`config.mk`:
```
export PLATFORM = sky130hd
export DESIGN_NAME = dma_cluster_top
export DESIGN_NICKNAME = d
export VERILOG_FILES = /design/src/rtl/dma_pkg.sv /design/src/rtl/dma_word_if.sv /design/src/rtl/dma_addr_router.sv /design/src/rtl/dma_burst_engine.sv /design/src/rtl/dma_cluster_top.sv /design/src/rtl/dma_ctrl_regs.sv /design/src/rtl/dma_mem_port.sv
export SDC_FILE = /design/constraint.sdc
export NUM_CORES = 1
export LEC_CHECK = 0
export BUFFER_PORTS_ARGS = -buffer_cell sky130_fd_sc_hd__buf_2
export CELL_PAD_IN_SITES_DETAIL_PLACEMENT = 0
export CELL_PAD_IN_SITES_GLOBAL_PLACEMENT = 1
export CORE_MARGIN = 2
export CORE_UTILIZATION = 51
export DETAILED_ROUTE_END_ITERATION = 12
export PLACE_DENSITY = 0.86
export SYNTH_ARGS = -nofsm -noshare
export SYNTH_HDL_FRONTEND = slang
export SYNTH_HIERARCHICAL = 1
export SYNTH_SLANG_ARGS = --single-unit
```
`constraint.sdc`:
```
create_clock -name clk_i -period 5.68 [get_ports clk_i]
set_input_delay 1.136 -clock clk_i [delete_from_list [all_inputs] [get_ports clk_i]]
set_output_delay 1.136 -clock clk_i [all_outputs]
set_load 0.1 [all_outputs]
```
`src/rtl/dma_pkg.sv`:
```
// dma package: widths, register map and command types shared by the cluster dma
package dma_pkg;

  localparam int num_cores = 2;
  localparam int addr_w = 32;
  localparam int data_w = 32;
  localparam int len_w = 16;
  localparam int core_id_w = 1;

  // requests that router and memory ports can hold in flight
  localparam int router_credits = 4;
  localparam int buf_depth = 4;

  localparam int credit_w = $clog2(router_credits + 1);
  localparam int rq_ptr_w = $clog2(router_credits);
  localparam int buf_ptr_w = $clog2(buf_depth);
  localparam int buf_cnt_w = $clog2(buf_depth + 1);

  // tcdm window, end is exclusive
  localparam logic [addr_w-1:0] tcdm_base = 32'h1000_0000;
  localparam logic [addr_w-1:0] tcdm_end = 32'h1010_0000;

  localparam logic [3:0] reg_src = 4'h0;
  localparam logic [3:0] reg_dst = 4'h4;
  localparam logic [3:0] reg_len = 4'h8;
  localparam logic [3:0] reg_status = 4'hc;

  typedef struct packed {
    logic irq_en;
    logic [14:0] unused;
    logic [len_w-1:0] len;
  } len_cmd_t;

  // one config word, an address for src/dst or a length command
  typedef union packed {
    logic [addr_w-1:0] addr;
    len_cmd_t len_cmd;
  } cfg_word_u;

  typedef struct packed {
    logic [addr_w-1:0] src;
    logic [addr_w-1:0] dst;
    logic [len_w-1:0] len;
    logic [core_id_w-1:0] core;
  } xfer_cmd_t;

endpackage

```
`src/rtl/dma_word_if.sv`:
```
// word channel between copy engine and address router, with credit-based flow control
interface dma_word_if;
  import dma_pkg::*;

  // requests, one per cycle at most
  logic req_valid;
  logic req_we;
  logic [addr_w-1:0] req_addr;
  logic [data_w-1:0] req_wdata;

  // number of requests finished this cycle, up to three
  logic [1:0] credit_return;

  // read data in issue order
  logic rsp_valid;
  logic [data_w-1:0] rsp_rdata;

  modport engine (
    output req_valid, req_we, req_addr, req_wdata,
    input credit_return, rsp_valid, rsp_rdata
  );

  modport router (
    input req_valid, req_we, req_addr, req_wdata,
    output credit_return, rsp_valid, rsp_rdata
  );

endinterface

```
`src/rtl/dma_addr_router.sv`:
```
// address router: splits words between tcdm and soc ports, keeps read data in order
module dma_addr_router (
  input  logic                       clk_i,
  input  logic                       reset_i,
  dma_word_if.router                 word,
  output logic                       tcdm_valid_o,
  output logic                       tcdm_we_o,
  output logic [dma_pkg::addr_w-1:0] tcdm_addr_o,
  output logic [dma_pkg::data_w-1:0] tcdm_wdata_o,
  output logic                       soc_valid_o,
  output logic                       soc_we_o,
  output logic [dma_pkg::addr_w-1:0] soc_addr_o,
  output logic [dma_pkg::data_w-1:0] soc_wdata_o,
  input  logic                       tcdm_done_i,
  input  logic                       tcdm_rvalid_i,
  input  logic [dma_pkg::data_w-1:0] tcdm_rdata_i,
  input  logic                       soc_done_i,
  input  logic                       soc_rvalid_i,
  input  logic [dma_pkg::data_w-1:0] soc_rdata_i
);
  import dma_pkg::*;

  // side of each outstanding read, 1 for tcdm
  logic order_q [router_credits];
  logic [rq_ptr_w-1:0] head_q;
  logic [rq_ptr_w-1:0] tail_q;
  logic [credit_w-1:0] count_q;
  logic to_tcdm;
  logic push_rd;
  logic head_tcdm;

  assign to_tcdm = (word.req_addr >= tcdm_base) && (word.req_addr < tcdm_end);
  assign push_rd = word.req_valid && !word.req_we;
  assign head_tcdm = order_q[head_q];

  assign tcdm_valid_o = word.req_valid && to_tcdm;
  assign tcdm_we_o = word.req_we;
  assign tcdm_addr_o = word.req_addr;
  assign tcdm_wdata_o = word.req_wdata;
  assign soc_valid_o = word.req_valid && !to_tcdm;
  assign soc_we_o = word.req_we;
  assign soc_addr_o = word.req_addr;
  assign soc_wdata_o = word.req_wdata;

  assign word.rsp_valid = (count_q != '0) && (head_tcdm ? tcdm_rvalid_i : soc_rvalid_i);
  assign word.rsp_rdata = head_tcdm ? tcdm_rdata_i : soc_rdata_i;
  assign word.credit_return = 2'(tcdm_done_i) + 2'(soc_done_i) + 2'(word.rsp_valid);

  always_ff @(posedge clk_i) begin
    if (push_rd) begin
      order_q[tail_q] <= to_tcdm;
    end
  end

  always_ff @(posedge clk_i) begin
    if (reset_i) begin
      head_q <= '0;
      tail_q <= '0;
      count_q <= '0;
    end else begin
      if (push_rd) begin
        tail_q <= tail_q + 1'b1;
      end
      if (word.rsp_valid) begin
        head_q <= head_q + 1'b1;
      end
      count_q <= count_q + credit_w'(push_rd) - credit_w'(word.rsp_valid);
    end
  end

  // read data only from the side of the oldest outstanding read
  tcdm_rsp_in_order: assert property (@(posedge clk_i) disable iff (reset_i)
    tcdm_rvalid_i |-> (count_q != '0) && head_tcdm);
  soc_rsp_in_order: assert property (@(posedge clk_i) disable iff (reset_i)
    soc_rvalid_i |-> (count_q != '0) && !head_tcdm);

endmodule

```
`src/rtl/dma_burst_engine.sv`:
```
// copy engine: reads source words into a small buffer and writes them to the destination
module dma_burst_engine (
  input  logic               clk_i,
  input  logic               reset_i,
  input  logic               start_i,
  input  dma_pkg::xfer_cmd_t cmd_i,
  output logic               done_o,
  dma_word_if.engine         word
);
  import dma_pkg::*;

  logic active_q;
  logic [addr_w-1:0] rd_addr_q;
  logic [addr_w-1:0] wr_addr_q;
  logic [len_w-1:0] rd_left_q;
  logic [len_w-1:0] wr_left_q;
  logic [credit_w-1:0] credits_q;
  // slots taken by reads in flight or by buffered data
  logic [buf_cnt_w-1:0] used_q;
  logic [buf_cnt_w-1:0] fill_q;
  logic [buf_ptr_w-1:0] push_ptr_q;
  logic [buf_ptr_w-1:0] pop_ptr_q;
  logic [data_w-1:0] fifo_q [buf_depth];
  logic has_credit;
  logic issue_wr;
  logic issue_rd;

  assign has_credit = credits_q != '0;

  // writes drain the buffer first, reads only fill reserved space
  assign issue_wr = active_q && (fill_q != '0) && has_credit;
  assign issue_rd = active_q && !issue_wr && (rd_left_q != '0) && has_credit
                    && (used_q < buf_cnt_w'(buf_depth));

  // all writes issued and every credit back
  assign done_o = active_q && (wr_left_q == '0) && (credits_q == credit_w'(router_credits));

  assign word.req_valid = issue_wr || issue_rd;
  assign word.req_we = issue_wr;
  assign word.req_addr = issue_wr ? wr_addr_q : rd_addr_q;
  assign word.req_wdata = fifo_q[pop_ptr_q];

  always_ff @(posedge clk_i) begin
    if (word.rsp_valid) begin
      fifo_q[push_ptr_q] <= word.rsp_rdata;
    end
    if (start_i) begin
      rd_addr_q <= cmd_i.src;
      wr_addr_q <= cmd_i.dst;
    end else begin
      if (issue_rd) begin
        rd_addr_q <= rd_addr_q + addr_w'(4);
      end
      if (issue_wr) begin
        wr_addr_q <= wr_addr_q + addr_w'(4);
      end
    end
  end

  always_ff @(posedge clk_i) begin
    if (reset_i) begin
      active_q <= 1'b0;
      rd_left_q <= '0;
      wr_left_q <= '0;
      credits_q <= credit_w'(router_credits);
      used_q <= '0;
      fill_q <= '0;
      push_ptr_q <= '0;
      pop_ptr_q <= '0;
    end else begin
      credits_q <= credits_q - credit_w'(word.req_valid) + credit_w'(word.credit_return);
      used_q <= used_q + buf_cnt_w'(issue_rd) - buf_cnt_w'(issue_wr);
      fill_q <= fill_q + buf_cnt_w'(word.rsp_valid) - buf_cnt_w'(issue_wr);
      if (word.rsp_valid) begin
        push_ptr_q <= push_ptr_q + 1'b1;
      end
      if (issue_wr) begin
        pop_ptr_q <= pop_ptr_q + 1'b1;
      end
      if (start_i) begin
        active_q <= 1'b1;
        rd_left_q <= cmd_i.len;
        wr_left_q <= cmd_i.len;
      end else begin
        if (done_o) begin
          active_q <= 1'b0;
        end
        if (issue_rd) begin
          rd_left_q <= rd_left_q - 1'b1;
        end
        if (issue_wr) begin
          wr_left_q <= wr_left_q - 1'b1;
        end
      end
    end
  end

  // router never returns more credits than were spent
  credit_bound: assert property (@(posedge clk_i) disable iff (reset_i)
    credits_q <= credit_w'(router_credits));

  // read data always lands in a reserved slot
  fifo_no_overflow: assert property (@(posedge clk_i) disable iff (reset_i)
    word.rsp_valid |-> fill_q < buf_cnt_w'(buf_depth));

endmodule

```
`src/rtl/dma_cluster_top.sv`:
```
// cluster dma top: control registers, copy engine, address router and two memory ports
module dma_cluster_top (
  input  logic                           clk_i,
  input  logic                           reset_i,
  input  logic                           cfg_req_i,
  input  logic                           cfg_we_i,
  input  logic [dma_pkg::addr_w-1:0]     cfg_addr_i,
  input  logic [dma_pkg::data_w-1:0]     cfg_wdata_i,
  input  logic [dma_pkg::core_id_w-1:0]  cfg_core_i,
  output logic                           cfg_gnt_o,
  output logic                           cfg_rvalid_o,
  output logic [dma_pkg::data_w-1:0]     cfg_rdata_o,
  output logic                           tcdm_req_o,
  output logic                           tcdm_we_o,
  output logic [dma_pkg::addr_w-1:0]     tcdm_addr_o,
  output logic [dma_pkg::data_w-1:0]     tcdm_wdata_o,
  input  logic                           tcdm_gnt_i,
  input  logic                           tcdm_rvalid_i,
  input  logic [dma_pkg::data_w-1:0]     tcdm_rdata_i,
  output logic                           soc_req_o,
  output logic                           soc_we_o,
  output logic [dma_pkg::addr_w-1:0]     soc_addr_o,
  output logic [dma_pkg::data_w-1:0]     soc_wdata_o,
  input  logic                           soc_gnt_i,
  input  logic                           soc_rvalid_i,
  input  logic [dma_pkg::data_w-1:0]     soc_rdata_i,
  output logic [dma_pkg::num_cores-1:0]  busy_o,
  output logic [dma_pkg::num_cores-1:0]  term_event_o,
  output logic [dma_pkg::num_cores-1:0]  term_irq_o
);
  import dma_pkg::*;

  dma_word_if word_if ();

  xfer_cmd_t cmd;
  logic start;
  logic done;
  // router to port requests
  logic tcdm_valid, tcdm_we, soc_valid, soc_we;
  logic [addr_w-1:0] tcdm_addr, soc_addr;
  logic [data_w-1:0] tcdm_wdata, soc_wdata;
  // port to router completions
  logic tcdm_done, tcdm_rvalid, soc_done, soc_rvalid;
  logic [data_w-1:0] tcdm_rdata, soc_rdata;

  dma_ctrl_regs ctrl_inst (
    .clk_i, .reset_i, .cfg_req_i, .cfg_we_i, .cfg_addr_i, .cfg_wdata_i, .cfg_core_i,
    .done_i(done), .cfg_gnt_o, .cfg_rvalid_o, .cfg_rdata_o, .start_o(start), .cmd_o(cmd),
    .busy_o, .term_event_o, .term_irq_o
  );

  dma_burst_engine engine_inst (
    .clk_i, .reset_i, .start_i(start), .cmd_i(cmd), .done_o(done), .word(word_if.engine)
  );

  dma_addr_router router_inst (
    .clk_i, .reset_i, .word(word_if.router),
    .tcdm_valid_o(tcdm_valid), .tcdm_we_o(tcdm_we), .tcdm_addr_o(tcdm_addr),
    .tcdm_wdata_o(tcdm_wdata), .soc_valid_o(soc_valid), .soc_we_o(soc_we),
    .soc_addr_o(soc_addr), .soc_wdata_o(soc_wdata),
    .tcdm_done_i(tcdm_done), .tcdm_rvalid_i(tcdm_rvalid), .tcdm_rdata_i(tcdm_rdata),
    .soc_done_i(soc_done), .soc_rvalid_i(soc_rvalid), .soc_rdata_i(soc_rdata)
  );

  dma_mem_port tcdm_port_inst (
    .clk_i, .reset_i, .valid_i(tcdm_valid), .we_i(tcdm_we), .addr_i(tcdm_addr),
    .wdata_i(tcdm_wdata), .mem_gnt_i(tcdm_gnt_i), .mem_rvalid_i(tcdm_rvalid_i),
    .mem_rdata_i(tcdm_rdata_i), .accepted_o(tcdm_done), .rvalid_o(tcdm_rvalid),
    .rdata_o(tcdm_rdata), .mem_req_o(tcdm_req_o), .mem_we_o(tcdm_we_o),
    .mem_addr_o(tcdm_addr_o), .mem_wdata_o(tcdm_wdata_o)
  );

  dma_mem_port soc_port_inst (
    .clk_i, .reset_i, .valid_i(soc_valid), .we_i(soc_we), .addr_i(soc_addr),
    .wdata_i(soc_wdata), .mem_gnt_i(soc_gnt_i), .mem_rvalid_i(soc_rvalid_i),
    .mem_rdata_i(soc_rdata_i), .accepted_o(soc_done), .rvalid_o(soc_rvalid),
    .rdata_o(soc_rdata), .mem_req_o(soc_req_o), .mem_we_o(soc_we_o),
    .mem_addr_o(soc_addr_o), .mem_wdata_o(soc_wdata_o)
  );

endmodule

```
`src/rtl/dma_ctrl_regs.sv`:
```
// dma control registers for the core config port, transfer launch and completion events
module dma_ctrl_regs (
  input  logic                              clk_i,
  input  logic                              reset_i,
  input  logic                              cfg_req_i,
  input  logic                              cfg_we_i,
  input  logic [dma_pkg::addr_w-1:0]        cfg_addr_i,
  input  logic [dma_pkg::data_w-1:0]        cfg_wdata_i,
  input  logic [dma_pkg::core_id_w-1:0]     cfg_core_i,
  input  logic                              done_i,
  output logic                              cfg_gnt_o,
  output logic                              cfg_rvalid_o,
  output logic [dma_pkg::data_w-1:0]        cfg_rdata_o,
  output logic                              start_o,
  output dma_pkg::xfer_cmd_t                cmd_o,
  output logic [dma_pkg::num_cores-1:0]     busy_o,
  output logic [dma_pkg::num_cores-1:0]     term_event_o,
  output logic [dma_pkg::num_cores-1:0]     term_irq_o
);
  import dma_pkg::*;

  logic [addr_w-1:0] src_q;
  logic [addr_w-1:0] dst_q;
  logic [len_w-1:0] len_q;
  logic irq_en_q;
  logic [core_id_w-1:0] core_q;
  logic [15:0] done_cnt_q;
  logic busy_q;
  logic start_q;
  logic [3:0] reg_sel;
  logic is_launch;
  logic launch;
  logic [num_cores-1:0] core_mask;
  cfg_word_u wr_word;
  cfg_word_u rd_word;

  assign reg_sel = cfg_addr_i[3:0];
  assign wr_word = cfg_wdata_i;
  assign is_launch = cfg_we_i && (reg_sel == reg_len);

  // a new launch waits until the running copy has ended
  assign cfg_gnt_o = cfg_req_i && !(is_launch && busy_q);
  assign launch = cfg_gnt_o && is_launch;

  always_comb begin
    core_mask = '0;
    core_mask[core_q] = 1'b1;
  end

  always_comb begin
    rd_word.addr = '0;
    case (reg_sel)
      reg_src: rd_word.addr = src_q;
      reg_dst: rd_word.addr = dst_q;
      reg_len: begin
        rd_word.len_cmd.irq_en = irq_en_q;
        rd_word.len_cmd.len = len_q;
      end
      reg_status: rd_word.addr = {done_cnt_q, 15'b0, busy_q};
      default: rd_word.addr = '0;
    endcase
  end

  // register contents and read data
  always_ff @(posedge clk_i) begin
    if (cfg_gnt_o && cfg_we_i) begin
      case (reg_sel)
        reg_src: src_q <= wr_word.addr;
        reg_dst: dst_q <= wr_word.addr;
        reg_len: len_q <= wr_word.len_cmd.len;
        default: ;
      endcase
    end
    if (cfg_gnt_o && !cfg_we_i) begin
      cfg_rdata_o <= rd_word.addr;
    end
  end

  always_ff @(posedge clk_i) begin
    if (reset_i) begin
      busy_q <= 1'b0;
      start_q <= 1'b0;
      irq_en_q <= 1'b0;
      core_q <= '0;
      done_cnt_q <= '0;
      cfg_rvalid_o <= 1'b0;
      term_event_o <= '0;
      term_irq_o <= '0;
    end else begin
      start_q <= launch;
      cfg_rvalid_o <= cfg_gnt_o && !cfg_we_i;
      // completion goes back to the core that launched
      term_event_o <= done_i ? core_mask : '0;
      term_irq_o <= (done_i && irq_en_q) ? core_mask : '0;
      if (launch) begin
        busy_q <= 1'b1;
        irq_en_q <= wr_word.len_cmd.irq_en;
        core_q <= cfg_core_i;
      end else if (done_i) begin
        busy_q <= 1'b0;
      end
      if (done_i) begin
        done_cnt_q <= done_cnt_q + 16'd1;
      end
    end
  end

  assign start_o = start_q;
  assign busy_o = busy_q ? core_mask : '0;
  assign cmd_o = '{src: src_q, dst: dst_q, len: len_q, core: core_q};

  // the engine only finishes a copy that was launched
  done_while_busy: assert property (@(posedge clk_i) disable iff (reset_i)
    done_i |-> busy_q && !start_q);

endmodule

```
`src/rtl/dma_mem_port.sv`:
```
// memory port: queues routed words and holds each request on the bus until granted
module dma_mem_port (
  input  logic                       clk_i,
  input  logic                       reset_i,
  input  logic                       valid_i,
  input  logic                       we_i,
  input  logic [dma_pkg::addr_w-1:0] addr_i,
  input  logic [dma_pkg::data_w-1:0] wdata_i,
  input  logic                       mem_gnt_i,
  input  logic                       mem_rvalid_i,
  input  logic [dma_pkg::data_w-1:0] mem_rdata_i,
  output logic                       accepted_o,
  output logic                       rvalid_o,
  output logic [dma_pkg::data_w-1:0] rdata_o,
  output logic                       mem_req_o,
  output logic                       mem_we_o,
  output logic [dma_pkg::addr_w-1:0] mem_addr_o,
  output logic [dma_pkg::data_w-1:0] mem_wdata_o
);
  import dma_pkg::*;

  // one slot per credit, so a stalled memory never fills it
  logic we_q [router_credits];
  logic [addr_w-1:0] addr_q [router_credits];
  logic [data_w-1:0] wdata_q [router_credits];
  logic [rq_ptr_w-1:0] head_q;
  logic [rq_ptr_w-1:0] tail_q;
  logic [credit_w-1:0] count_q;
  logic granted;

  assign mem_req_o = count_q != '0;
  assign mem_we_o = we_q[head_q];
  assign mem_addr_o = addr_q[head_q];
  assign mem_wdata_o = wdata_q[head_q];
  assign granted = mem_req_o && mem_gnt_i;

  // writes finish on grant, reads when their data comes back
  assign accepted_o = granted && mem_we_o;
  assign rvalid_o = mem_rvalid_i;
  assign rdata_o = mem_rdata_i;

  always_ff @(posedge clk_i) begin
    if (valid_i) begin
      we_q[tail_q] <= we_i;
      addr_q[tail_q] <= addr_i;
      wdata_q[tail_q] <= wdata_i;
    end
  end

  always_ff @(posedge clk_i) begin
    if (reset_i) begin
      head_q <= '0;
      tail_q <= '0;
      count_q <= '0;
    end else begin
      if (valid_i) begin
        tail_q <= tail_q + 1'b1;
      end
      if (granted) begin
        head_q <= head_q + 1'b1;
      end
      count_q <= count_q + credit_w'(valid_i) - credit_w'(granted);
    end
  end

  // a stalled request keeps its values
  req_stable: assert property (@(posedge clk_i) disable iff (reset_i)
    mem_req_o && !mem_gnt_i |=> mem_req_o && $stable(mem_we_o)
      && $stable(mem_addr_o) && $stable(mem_wdata_o));

  // engine credits keep the queue from filling up
  queue_no_overflow: assert property (@(posedge clk_i) disable iff (reset_i)
    valid_i |-> count_q < credit_w'(router_credits));

endmodule

```
* After elaboration in Yosys (flattened, before gate mapping)
Memories as Yosys holds them, arrays and structs flattened. A register that Yosys moved wholly into a read port is not among the register bits.
Cells that the tools add are included.
** Operators by class
- $add $sub $neg :: 27
- Multiply operators :: 0
- $lt $le $gt $ge :: 5
- Multiplexer cells :: 44
- Eq/ne operators :: 4
- Bitwise operators :: 2
- Shifts and indexed selects :: 0
- Divide/modulo/power cells :: 0
- Reductions and logical operators :: 47
** Operator list (number)
- $mux 32 :: 6
- $add 32x3->32 const B :: 2
- $mux 16 :: 4
- $pmux 16 s4 :: 1
- $pmux 15 s3 :: 1
- $mux 2 :: 17
- $ge 32x29->1 const B :: 1
- $lt 32x29->1 const B :: 1
- $sub 16x1->16 const B :: 2
- $logic_and 1x1->1 :: 25
- $sub 3x1->3 :: 6
- $add 16x1->16 const B :: 1
- $add 2x1->2 const B :: 8
- $logic_not 16->1 :: 1
- $reduce_bool 16->1 :: 1
- $add 3x1->3 :: 5
- $reduce_bool 3->1 :: 5
- $mux 1 :: 13
- $eq 4x4->1 const B :: 2
- $reduce_bool 2->1 :: 4
- $reduce_and 2->1 :: 3
- $eq 4x3->1 const B :: 1
- $logic_not 1->1 :: 4
- $logic_not 4->1 :: 1
- 12 further kinds :: 14
** Word-level totals
- Memories :: 8
- Latch bits :: 0
- Input port bits :: 137
- Memory bits (read-only) :: 0
- Flip-flop bits (word level) :: 268
- Output and inout port bits :: 172
- Bits in writable memories :: 652
** Memory list
- engine_inst.fifo_q :: depth 4, bits a word 32, read ports 1, clocked after Yosys merged registers in 1, wr ports 1, RTL line dma_burst_engine.sv:23 : logic [data_w-1:0] fifo_q [buf_depth];
- soc_port_inst.addr_q :: depth 4, bits a word 32, read ports 1, clocked after Yosys merged registers in 1, wr ports 1, RTL line dma_mem_port.sv:24 : logic [addr_w-1:0] addr_q [router_credits];
- soc_port_inst.wdata_q :: depth 4, bits a word 32, read ports 1, clocked after Yosys merged registers in 1, wr ports 1, RTL line dma_mem_port.sv:25 : logic [data_w-1:0] wdata_q [router_credits];
- tcdm_port_inst.addr_q :: depth 4, bits a word 32, read ports 1, clocked after Yosys merged registers in 1, wr ports 1, RTL line dma_mem_port.sv:24
- tcdm_port_inst.wdata_q :: depth 4, bits a word 32, read ports 1, clocked after Yosys merged registers in 1, wr ports 1, RTL line dma_mem_port.sv:25
- router_inst.order_q :: depth 4, bits a word 1, read ports 1, clocked after Yosys merged registers in 1, wr ports 1, RTL line dma_addr_router.sv:24 : logic order_q [router_credits];
- +2 memories

* Longest topological paths before layout
Gate-level depths: netlist (run 1).
- Depth after elaboration :: 12
- Depth in mapped cells :: 17

* By module
The synthesis (run 1) kept the hierarchy.
** By module, submodules not included
- dma_mem_port :: cells an instance 418, area each 10181.0 um^2, times used 2
- dma_burst_engine :: cells an instance 965, area each 11457.2 um^2, times used 1
- dma_ctrl_regs :: cells an instance 362, area each 5386.4 um^2, times used 1
- dma_addr_router :: cells an instance 232, area each 2065.7 um^2, times used 1

* Least setup slack after synthesis (run 1)
Ideal clock, no wire load.
- Kind :: input-to-output
- Start :: in cfg_addr_i[3] in the netlist's numbering
- End :: out cfg_gnt_o
- Setup slack :: 1.398 ns
- Cell stages on the path :: 4
- Data arrival time :: 3.146 ns
- Data required time :: 4.544 ns
- Cell sequence :: buf_2 nor2b_1 buf_2 a41oi_1
** Between the ends
- Word-level cells in the longest chain between the ends :: 5
** Ends and longest elaborated chain
- start: declaration :: RTL line dma_cluster_top.sv:7 : input logic [dma_pkg::addr_w-1:0] cfg_addr_i,
- $eq 4x4->1 :: RTL line dma_ctrl_regs.sv:39 : assign is_launch = cfg_we_i && (reg_sel == reg_len);
- $logic_and 1x1->1 :: RTL line dma_ctrl_regs.sv:39
- $logic_and 1x1->1 :: RTL line dma_ctrl_regs.sv:42 : assign cfg_gnt_o = cfg_req_i && !(is_launch && busy_q);
- $logic_not 1->1 :: RTL line dma_ctrl_regs.sv:42
- $logic_and 1x1->1 :: RTL line dma_ctrl_regs.sv:42
- end: declaration :: RTL line dma_cluster_top.sv:10 : output logic cfg_gnt_o,
No other way between the ends.

* Worst setup path in the final report (run 1)
- Start :: reg engine_inst.fill_q[0]
- End :: mem soc_port_inst.addr_q[1][18], enable pin
** Between the ends
- Word-level cells in the longest chain between the ends :: 12
- Elaborated cells between the ends (all ways) :: 17
- Those cells by class :: order compare: 2; mux: 3; reduce/logical: 12
** Ends and longest elaborated chain
- start: declaration :: RTL line dma_burst_engine.sv:20 : logic [buf_cnt_w-1:0] fill_q;
- start signal: assignment :: RTL line dma_burst_engine.sv:73 : fill_q <= fill_q + buf_cnt_w'(word.rsp_valid) - buf_cnt_w'(issue_wr);
- $reduce_bool 3->1 (*) :: RTL line dma_burst_engine.sv:31 : assign issue_wr = active_q && (fill_q != '0) && has_credit;
- $logic_and 1x1->1 (*) (2 in a row) :: RTL line dma_burst_engine.sv:31
- $logic_not 1->1 :: RTL line dma_burst_engine.sv:32 : assign issue_rd = active_q && !issue_wr && (rd_left_q != '0) && has_credit
- $logic_and 1x1->1 (3 in a row) :: RTL line dma_burst_engine.sv:32
- $logic_and 1x1->1 :: RTL line dma_burst_engine.sv:33 : && (used_q < buf_cnt_w'(buf_depth));
- $logic_or 1x1->1 (*) :: RTL line dma_burst_engine.sv:38 : assign word.req_valid = issue_wr || issue_rd;
- via word_if.req_valid :: RTL line dma_word_if.sv:6 : logic req_valid;
- $logic_and 1x1->1 (*) :: RTL line dma_addr_router.sv:40 : assign soc_valid_o = word.req_valid && !to_tcdm;
- via soc_valid :: RTL line dma_cluster_top.sv:39 : logic tcdm_valid, tcdm_we, soc_valid, soc_we;
- $mux 1 (*) :: RTL line dma_mem_port.sv:43 : if (valid_i) begin
- $mux 1 (implied by the code) (*) :: RTL line dma_mem_port.sv:45 : addr_q[tail_q] <= addr_i;
- end: declaration :: RTL line dma_mem_port.sv:24
The timed path passes the listed nets; every way through them passes the cells marked *.

==> out/results.ini, run 1 <==
[run_status]
outcome=finished, final reports clean

[grt]
antenna_found_initial=4
grt_overflow=0
grt_usage_pct=22.0
grt_pass1_vias=20900
grt_pass1_wl_um=130000
grt_max_degree=107

[timing]
final_max_slew_viol_count=0
fin_hold_ws_ps=506
setup_viol=0
worst_pin_slew_ps=1190
fin_crit_ps=4680
fin_crit_sh_pct=82.4
grt_setup_unrepaired=false
finalSetupTns_ps=0
maxSlewHeadroom_pct=20.9
hold_viol=0
fin_worst_skew_ps=31.7
max_freq_mhz=214

[yosys]
synth.avg_cell_area_sq_um=16.4
syn-num-nets=2572
ys_warn_count=6
synth_cells=2394
synth_area_sq_um=39300

[finish]
final_cell_mix=828 x edfxtp_1, 280 x buf_2, 155 x mux4_2
syn_to_final_growth_pct=9.32
fin_nets=2665
final_common_cell=edfxtp_1
layout-drive-gt1-share_pct=26.2
antenna_cells=0

[floorplan]
die_x_um=281
die_area_sq_um=79200
core_area_sq_um=76100
die_h_um=281
rows=101
start_util_pct=51.6
ioPinCount=309

[min_path]
worstHoldPathType=flop to flop

[critical_path]
worstPathArrival_ps=4990
r2r_cells=8
crit_path_end=soc_port_inst/addr_q[1][18]$_DFFE_PP_
crit_type=flop to flop
reg2reg_to=soc_port_inst/addr_q[1][18]$_DFFE_PP_
cpPeakStageDelay_ps=880
path_depth=8
worst_setup_path_end_kind=flop
path_delay_family=simple AND/OR/NAND/NOR gates
crit_slowest_cell=nor3_1
worstReg2RegStart=engine_inst/fill_q[0]$_SDFF_PP0_
cp_cell_sequence=or3_1 > nor3_1 > nand2_1 > ha_1 > inv_1 > nor2b_1 > and2_4 > buf_4
r2r_slack_ps=1000
cp-start-kind=flop
worstPathMaxFanout=33
crit_required_ps=5990
crit_buf_inv=2
critPathLaunch=engine_inst/fill_q[0]$_SDFF_PP0_

[routing]
first_pass_iters=5
vias=21000
vias_per_cell=5.84
wl_per_cell_um=24.3
drc=0
ant_nets=0
routed_wl_um=87100
drt_iter0_markers=2497

[clock_tree]
holdBufCountCts=0
cts_tree=done
path_clk_slew_ps=60
ctsResizeCount=0
cts_buffers=90
clockBufferDepth=3
post_cts.repair.setup_buffers=0
cts_max_level=3
clock_latency_ps=650
root_buffer=clkbuf_16
cts_sinks=928

[pwr]
power_density_nw_per_um2=430
power.static_leakage_nw=14.3
irDropWorstVdd_mv=0.234

[run]
cap_viol_max_count=0

[placed_design]
dpl.hpwl_um=54300
io_buffers=280
place_congestion=0.820

worst min-delay path by stage:
stage / start / end / slack, ps / cells past startpoint
2_1_floorplan: ctrl_inst/irq_en_q$_SDFFE_PP0P_ / ctrl_inst/irq_en_q$_SDFFE_PP0P_ / 460 / 2
5_1_grt: engine_inst/active_q$_SDFFE_PP0P_ / engine_inst/active_q$_SDFFE_PP0P_ / 530 / 2
6_report: ctrl_inst/done_cnt_q[9]$_SDFFE_PP0P_ / ctrl_inst/done_cnt_q[9]$_SDFFE_PP0P_ / 510 / 2
3_3_place_gp: engine_inst/wr_left_q[14]$_SDFFE_PP0N_ / engine_inst/wr_left_q[14]$_SDFFE_PP0N_ / 490 / 2
3_5_place_dp: ctrl_inst/done_cnt_q[9]$_SDFFE_PP0P_ / ctrl_inst/done_cnt_q[9]$_SDFFE_PP0P_ / 500 / 2
4_1_cts: ctrl_inst/done_cnt_q[9]$_SDFFE_PP0P_ / ctrl_inst/done_cnt_q[9]$_SDFFE_PP0P_ / 510 / 2
cell type report:
type / count / area (sq um)
Timing Repair Buffer: 308 / 1650
Multi-Input combinational cell: 1091 / 9990
Clock buffer: 115 / 2410
Fill cell: 5781 / 33200
Inverter: 68 / 255
Tap cell: 1030 / 1290
Sequential cell: 928 / 26900
Clock inverter: 49 / 453
power by group:
part,internal (mW),switching (mW),total [mW]
clock network,3.25,2.52,5.76
registers,7.89,0.177,8.07
logic,1.14,3.47,4.61
routing by layer:
| layer | routed length, um | GRT usage, % | vias to the layer above |
|---|---|---|---|
| met5 | 13 | 0 | - |
| met4 | 1590 | 4.91 | 2 |
| met3 | 7410 | 4.73 | 107 |
| met2 | 43200 | 36.6 | 975 |
| met1 | 34900 | 29.9 | 10600 |
| li1 | - | - | 9241 |
worst reg2reg max path, stage by stage, from the launching register on:
cell	delay, ps
dfxtp_1	330
or3_1	560
nor3_1	880
nand2_1	450
ha_1	330
inv_1	130
nor2b_1	500
and2_4	740
buf_4	420
sequential cells by signal, indices dropped and copies added (netlist names), 32 cells and up, named ones only:
register / flops
soc_port_inst/addr_q: 128
tcdm_port_inst/wdata_q: 128
ctrl_inst/dst_q: 32
engine_inst/rd_addr_q: 32
engine_inst/wr_addr_q: 32
ctrl_inst/cfg_rdata_o: 32
ctrl_inst/src_q: 32
tcdm_port_inst/addr_q: 128
engine_inst/fifo_q: 128
soc_port_inst/wdata_q: 128
metrics by stage:
| stage | instance area (sq um) | cells | setup WS [ps] | power [mW] | util [%] |
|---|---|---|---|---|---|
| 4_1_cts | 42900 | 3589 | 1030 | 18.6 | 56.4 |
| 3_3_place_gp | 40100 | 3425 | 1250 | 12.8 | 52.7 |
| 2_1_floorplan | 39300 | 2394 | 1400 | 12.3 | - |
| 6_report | 42900 | 3589 | 997 | 18.4 | 56.4 |
| 3_5_place_dp | 40100 | 3425 | 1050 | 12.9 | 52.7 |
| 5_1_grt | 42900 | 3589 | 657 | 19.0 | 56.4 |
(Power assumes the default switching activity.)
==> inputs of run 2 (changes only) <==
--- a/config.mk
+++ b/config.mk
@@ -5,13 +5,14 @@
 export SDC_FILE = /design/constraint.sdc
 export NUM_CORES = 1
 export LEC_CHECK = 0
+export ABC_AREA = 1
 export BUFFER_PORTS_ARGS = -buffer_cell sky130_fd_sc_hd__buf_2
 export CELL_PAD_IN_SITES_DETAIL_PLACEMENT = 0
 export CELL_PAD_IN_SITES_GLOBAL_PLACEMENT = 1
 export CORE_MARGIN = 2
-export CORE_UTILIZATION = 51
+export CORE_UTILIZATION = 44
 export DETAILED_ROUTE_END_ITERATION = 12
-export PLACE_DENSITY = 0.86
+export PLACE_DENSITY = 0.83
 export SYNTH_ARGS = -nofsm -noshare
 export SYNTH_HDL_FRONTEND = slang
 export SYNTH_HIERARCHICAL = 1
==> constraint.sdc (replaced) <==
create_clock -name clk_i -period 3.9 [get_ports clk_i]
set_input_delay 0.78 -clock clk_i [delete_from_list [all_inputs] [get_ports clk_i]]
set_output_delay 0.78 -clock clk_i [all_outputs]
set_load 0.1 [all_outputs]
==> run 2 against run 1 <==
  * Non-clock buffer count rose by 41
  * Sequential power rose by 45%
  * Largest power group unchanged
  * Register-to-register slack got worse by 540 ps
  * Setup slack got worse by 820 ps
  * Via count rose by 24%
  * Critical endpoint is now tcdm_addr_o[0]
  * Clock skew rose by 26 ps
  * Routed wire length rose by 12%
  * Combinational power rose by 88%
==> out/results.ini, run 2 <==
[placed_design]
place_congestion=0.900  ; was 0.820
dpl.hpwl_um=63900  ; was 54300 um
io_buffers=280  ; unchanged

[routing]
vias_per_cell=5.22  ; was 5.84
vias=25900  ; was 21000
drc=0  ; unchanged
ant_nets=0  ; unchanged
routed_wl_um=97600  ; was 87100 um
first_pass_iters=5  ; unchanged
wl_per_cell_um=19.7  ; was 24.3 um
drt_iter0_markers=2251  ; was 2497

[floorplan]
die_area_sq_um=95500  ; was 79200 sq um
rows=111  ; was 101
ioPinCount=309  ; unchanged
die_h_um=309  ; was 281 um
die_x_um=309  ; was 281 um
start_util_pct=44.5  ; was 51.6%
core_area_sq_um=91900  ; was 76100 sq um

[grt]
grt_pass1_wl_um=146000  ; was 130000 um
grt_pass1_vias=24800  ; was 20900
grt_usage_pct=20.2  ; was 22.0%
grt_overflow=0  ; unchanged
antenna_found_initial=9  ; was 4
grt_max_degree=73  ; was 107

[critical_path]
worstPathMaxFanout=57  ; was 33
worstPathArrival_ps=2940  ; was 4990 ps
worst_setup_path_end_kind=output port  ; was flop
crit_type=flop to output port  ; was flop to flop
cp-start-kind=flop  ; unchanged
crit_required_ps=3120  ; was 5990 ps

[yosys]
synth.avg_cell_area_sq_um=11.6  ; was 16.4 sq um
syn-num-nets=3721  ; was 2572
synth_area_sq_um=40900  ; was 39300 sq um
ys_warn_count=6  ; unchanged
synth_cells=3543  ; was 2394

[clock_tree]
cts_buffers=93  ; was 90
cts_tree=done  ; unchanged
clock_latency_ps=680  ; was 650 ps
holdBufCountCts=0  ; unchanged
cts_sinks=928  ; unchanged
clockBufferDepth=3  ; unchanged
cts_max_level=3  ; unchanged
root_buffer=clkbuf_16  ; unchanged
path_clk_slew_ps=70  ; was 60 ps

[timing]
fin_crit_ps=3720
final_max_slew_viol_count=0  ; unchanged
fin_worst_skew_ps=57.5  ; was 31.7 ps
fin_crit_sh_pct=95.4
fin_hold_ws_ps=307  ; was 506 ps
setup_viol=0  ; unchanged
maxSlewHeadroom_pct=8.58  ; was 20.9%
max_freq_mhz=269
grt_setup_unrepaired=false  ; unchanged
finalSetupTns_ps=0  ; unchanged
worst_pin_slew_ps=1360  ; was 1190 ps
hold_viol=0  ; unchanged

[pwr]
power.static_leakage_nw=16.5  ; was 14.3 nW
power_density_nw_per_um2=648  ; was 430 nW/um^2
irDropWorstVdd_mv=0.533  ; was 0.234 mV
total_power_mw=29.5  ; was 18.4 mW

[run_status]
outcome=finished, final reports clean  ; unchanged

[finish]
antenna_cells=0  ; unchanged
final_cell_mix=828 x edfxtp_1, 543 x nand2_1, 478 x nor2_1  ; was 828 x edfxtp_1, 280 x buf_2, 155 x mux4_2
syn_to_final_growth_pct=11.2  ; was 9.32%
final_common_cell=edfxtp_1  ; unchanged
layout-drive-gt1-share_pct=18.4  ; was 26.2%
fin_nets=3818  ; was 2665
postLayoutCoreUtil_pct=49.5  ; was 56.4%

[run]
cap_viol_max_count=0  ; unchanged

[min_path]
worstHoldPathType=input port to flop  ; was flop to flop

-- run 2: per-stage QoR --
stage               setup WS, ps  cells  area (sq um)
floorplan                    200   3543         40900
global placement            92.4   4788         42300
detailed placement          65.8   4788         42300
CTS                         28.9   4961         45500
global route                37.2   4961         45500
finish                       178   4961         45500
-- run 2: what timing repair did --
action	in CTS	in global routing
resized for setup	0	6
setup endpoints to repair	0	197
buffers inserted	0	0
-- run 2: path summary, 6_finish.rpt --
kind	startpoint	end	slack, ps	depth (start not counted)
setup / recovery	flop	tcdm_addr_o[0]	180	4
hold / removal	cfg_wdata_i[20]	ctrl_inst/src_q[20]$_DFFE_PP_	310	1
setup reg to reg	engine_inst/fill_q[1]$_SDFF_PP0_	soc_port_inst/addr_q[1][15]$_DFFE_PP_	460	12
hold reg to reg	router_inst/head_q[0]$_SDFFE_PP0P_	router_inst/head_q[0]$_SDFFE_PP0P_	480	2
-- run 2: layout make-up --
type / count / area (sq um)
clock inverter: 63 / 696
clock buffer: 110 / 2470
sequential: 928 / 26900
tap: 1243 / 1560
timing repair buffer: 349 / 2190
fill: 8084 / 46500
inverter: 231 / 888
multi-input combinational: 2037 / 10800
-- run 2: power by group --
| part | switching [mW] | leakage, nW | internal [mW] |
|---|---|---|---|
| logic | 7.07 | 6.67 | 1.61 |
| clock network | 3.84 | 1.53 | 5.20 |
| registers | 0.257 | 8.28 | 11.5 |
| total | 11.2 | 16.5 | 18.3 |
-- run 2: worst max-delay path, stage by stage (launching register included) --
cell	delay, ps
dfxtp_4	770
buf_6	410
o21ai_0	160
o22ai_1	430
buf_2	520
-- run 2: layer usage --
metal  routed length, um  GRT usage [%]
met5                  64              0
met4                2410           6.10
met3                6860           3.39
met2               46400           33.0
met1               41900           27.7
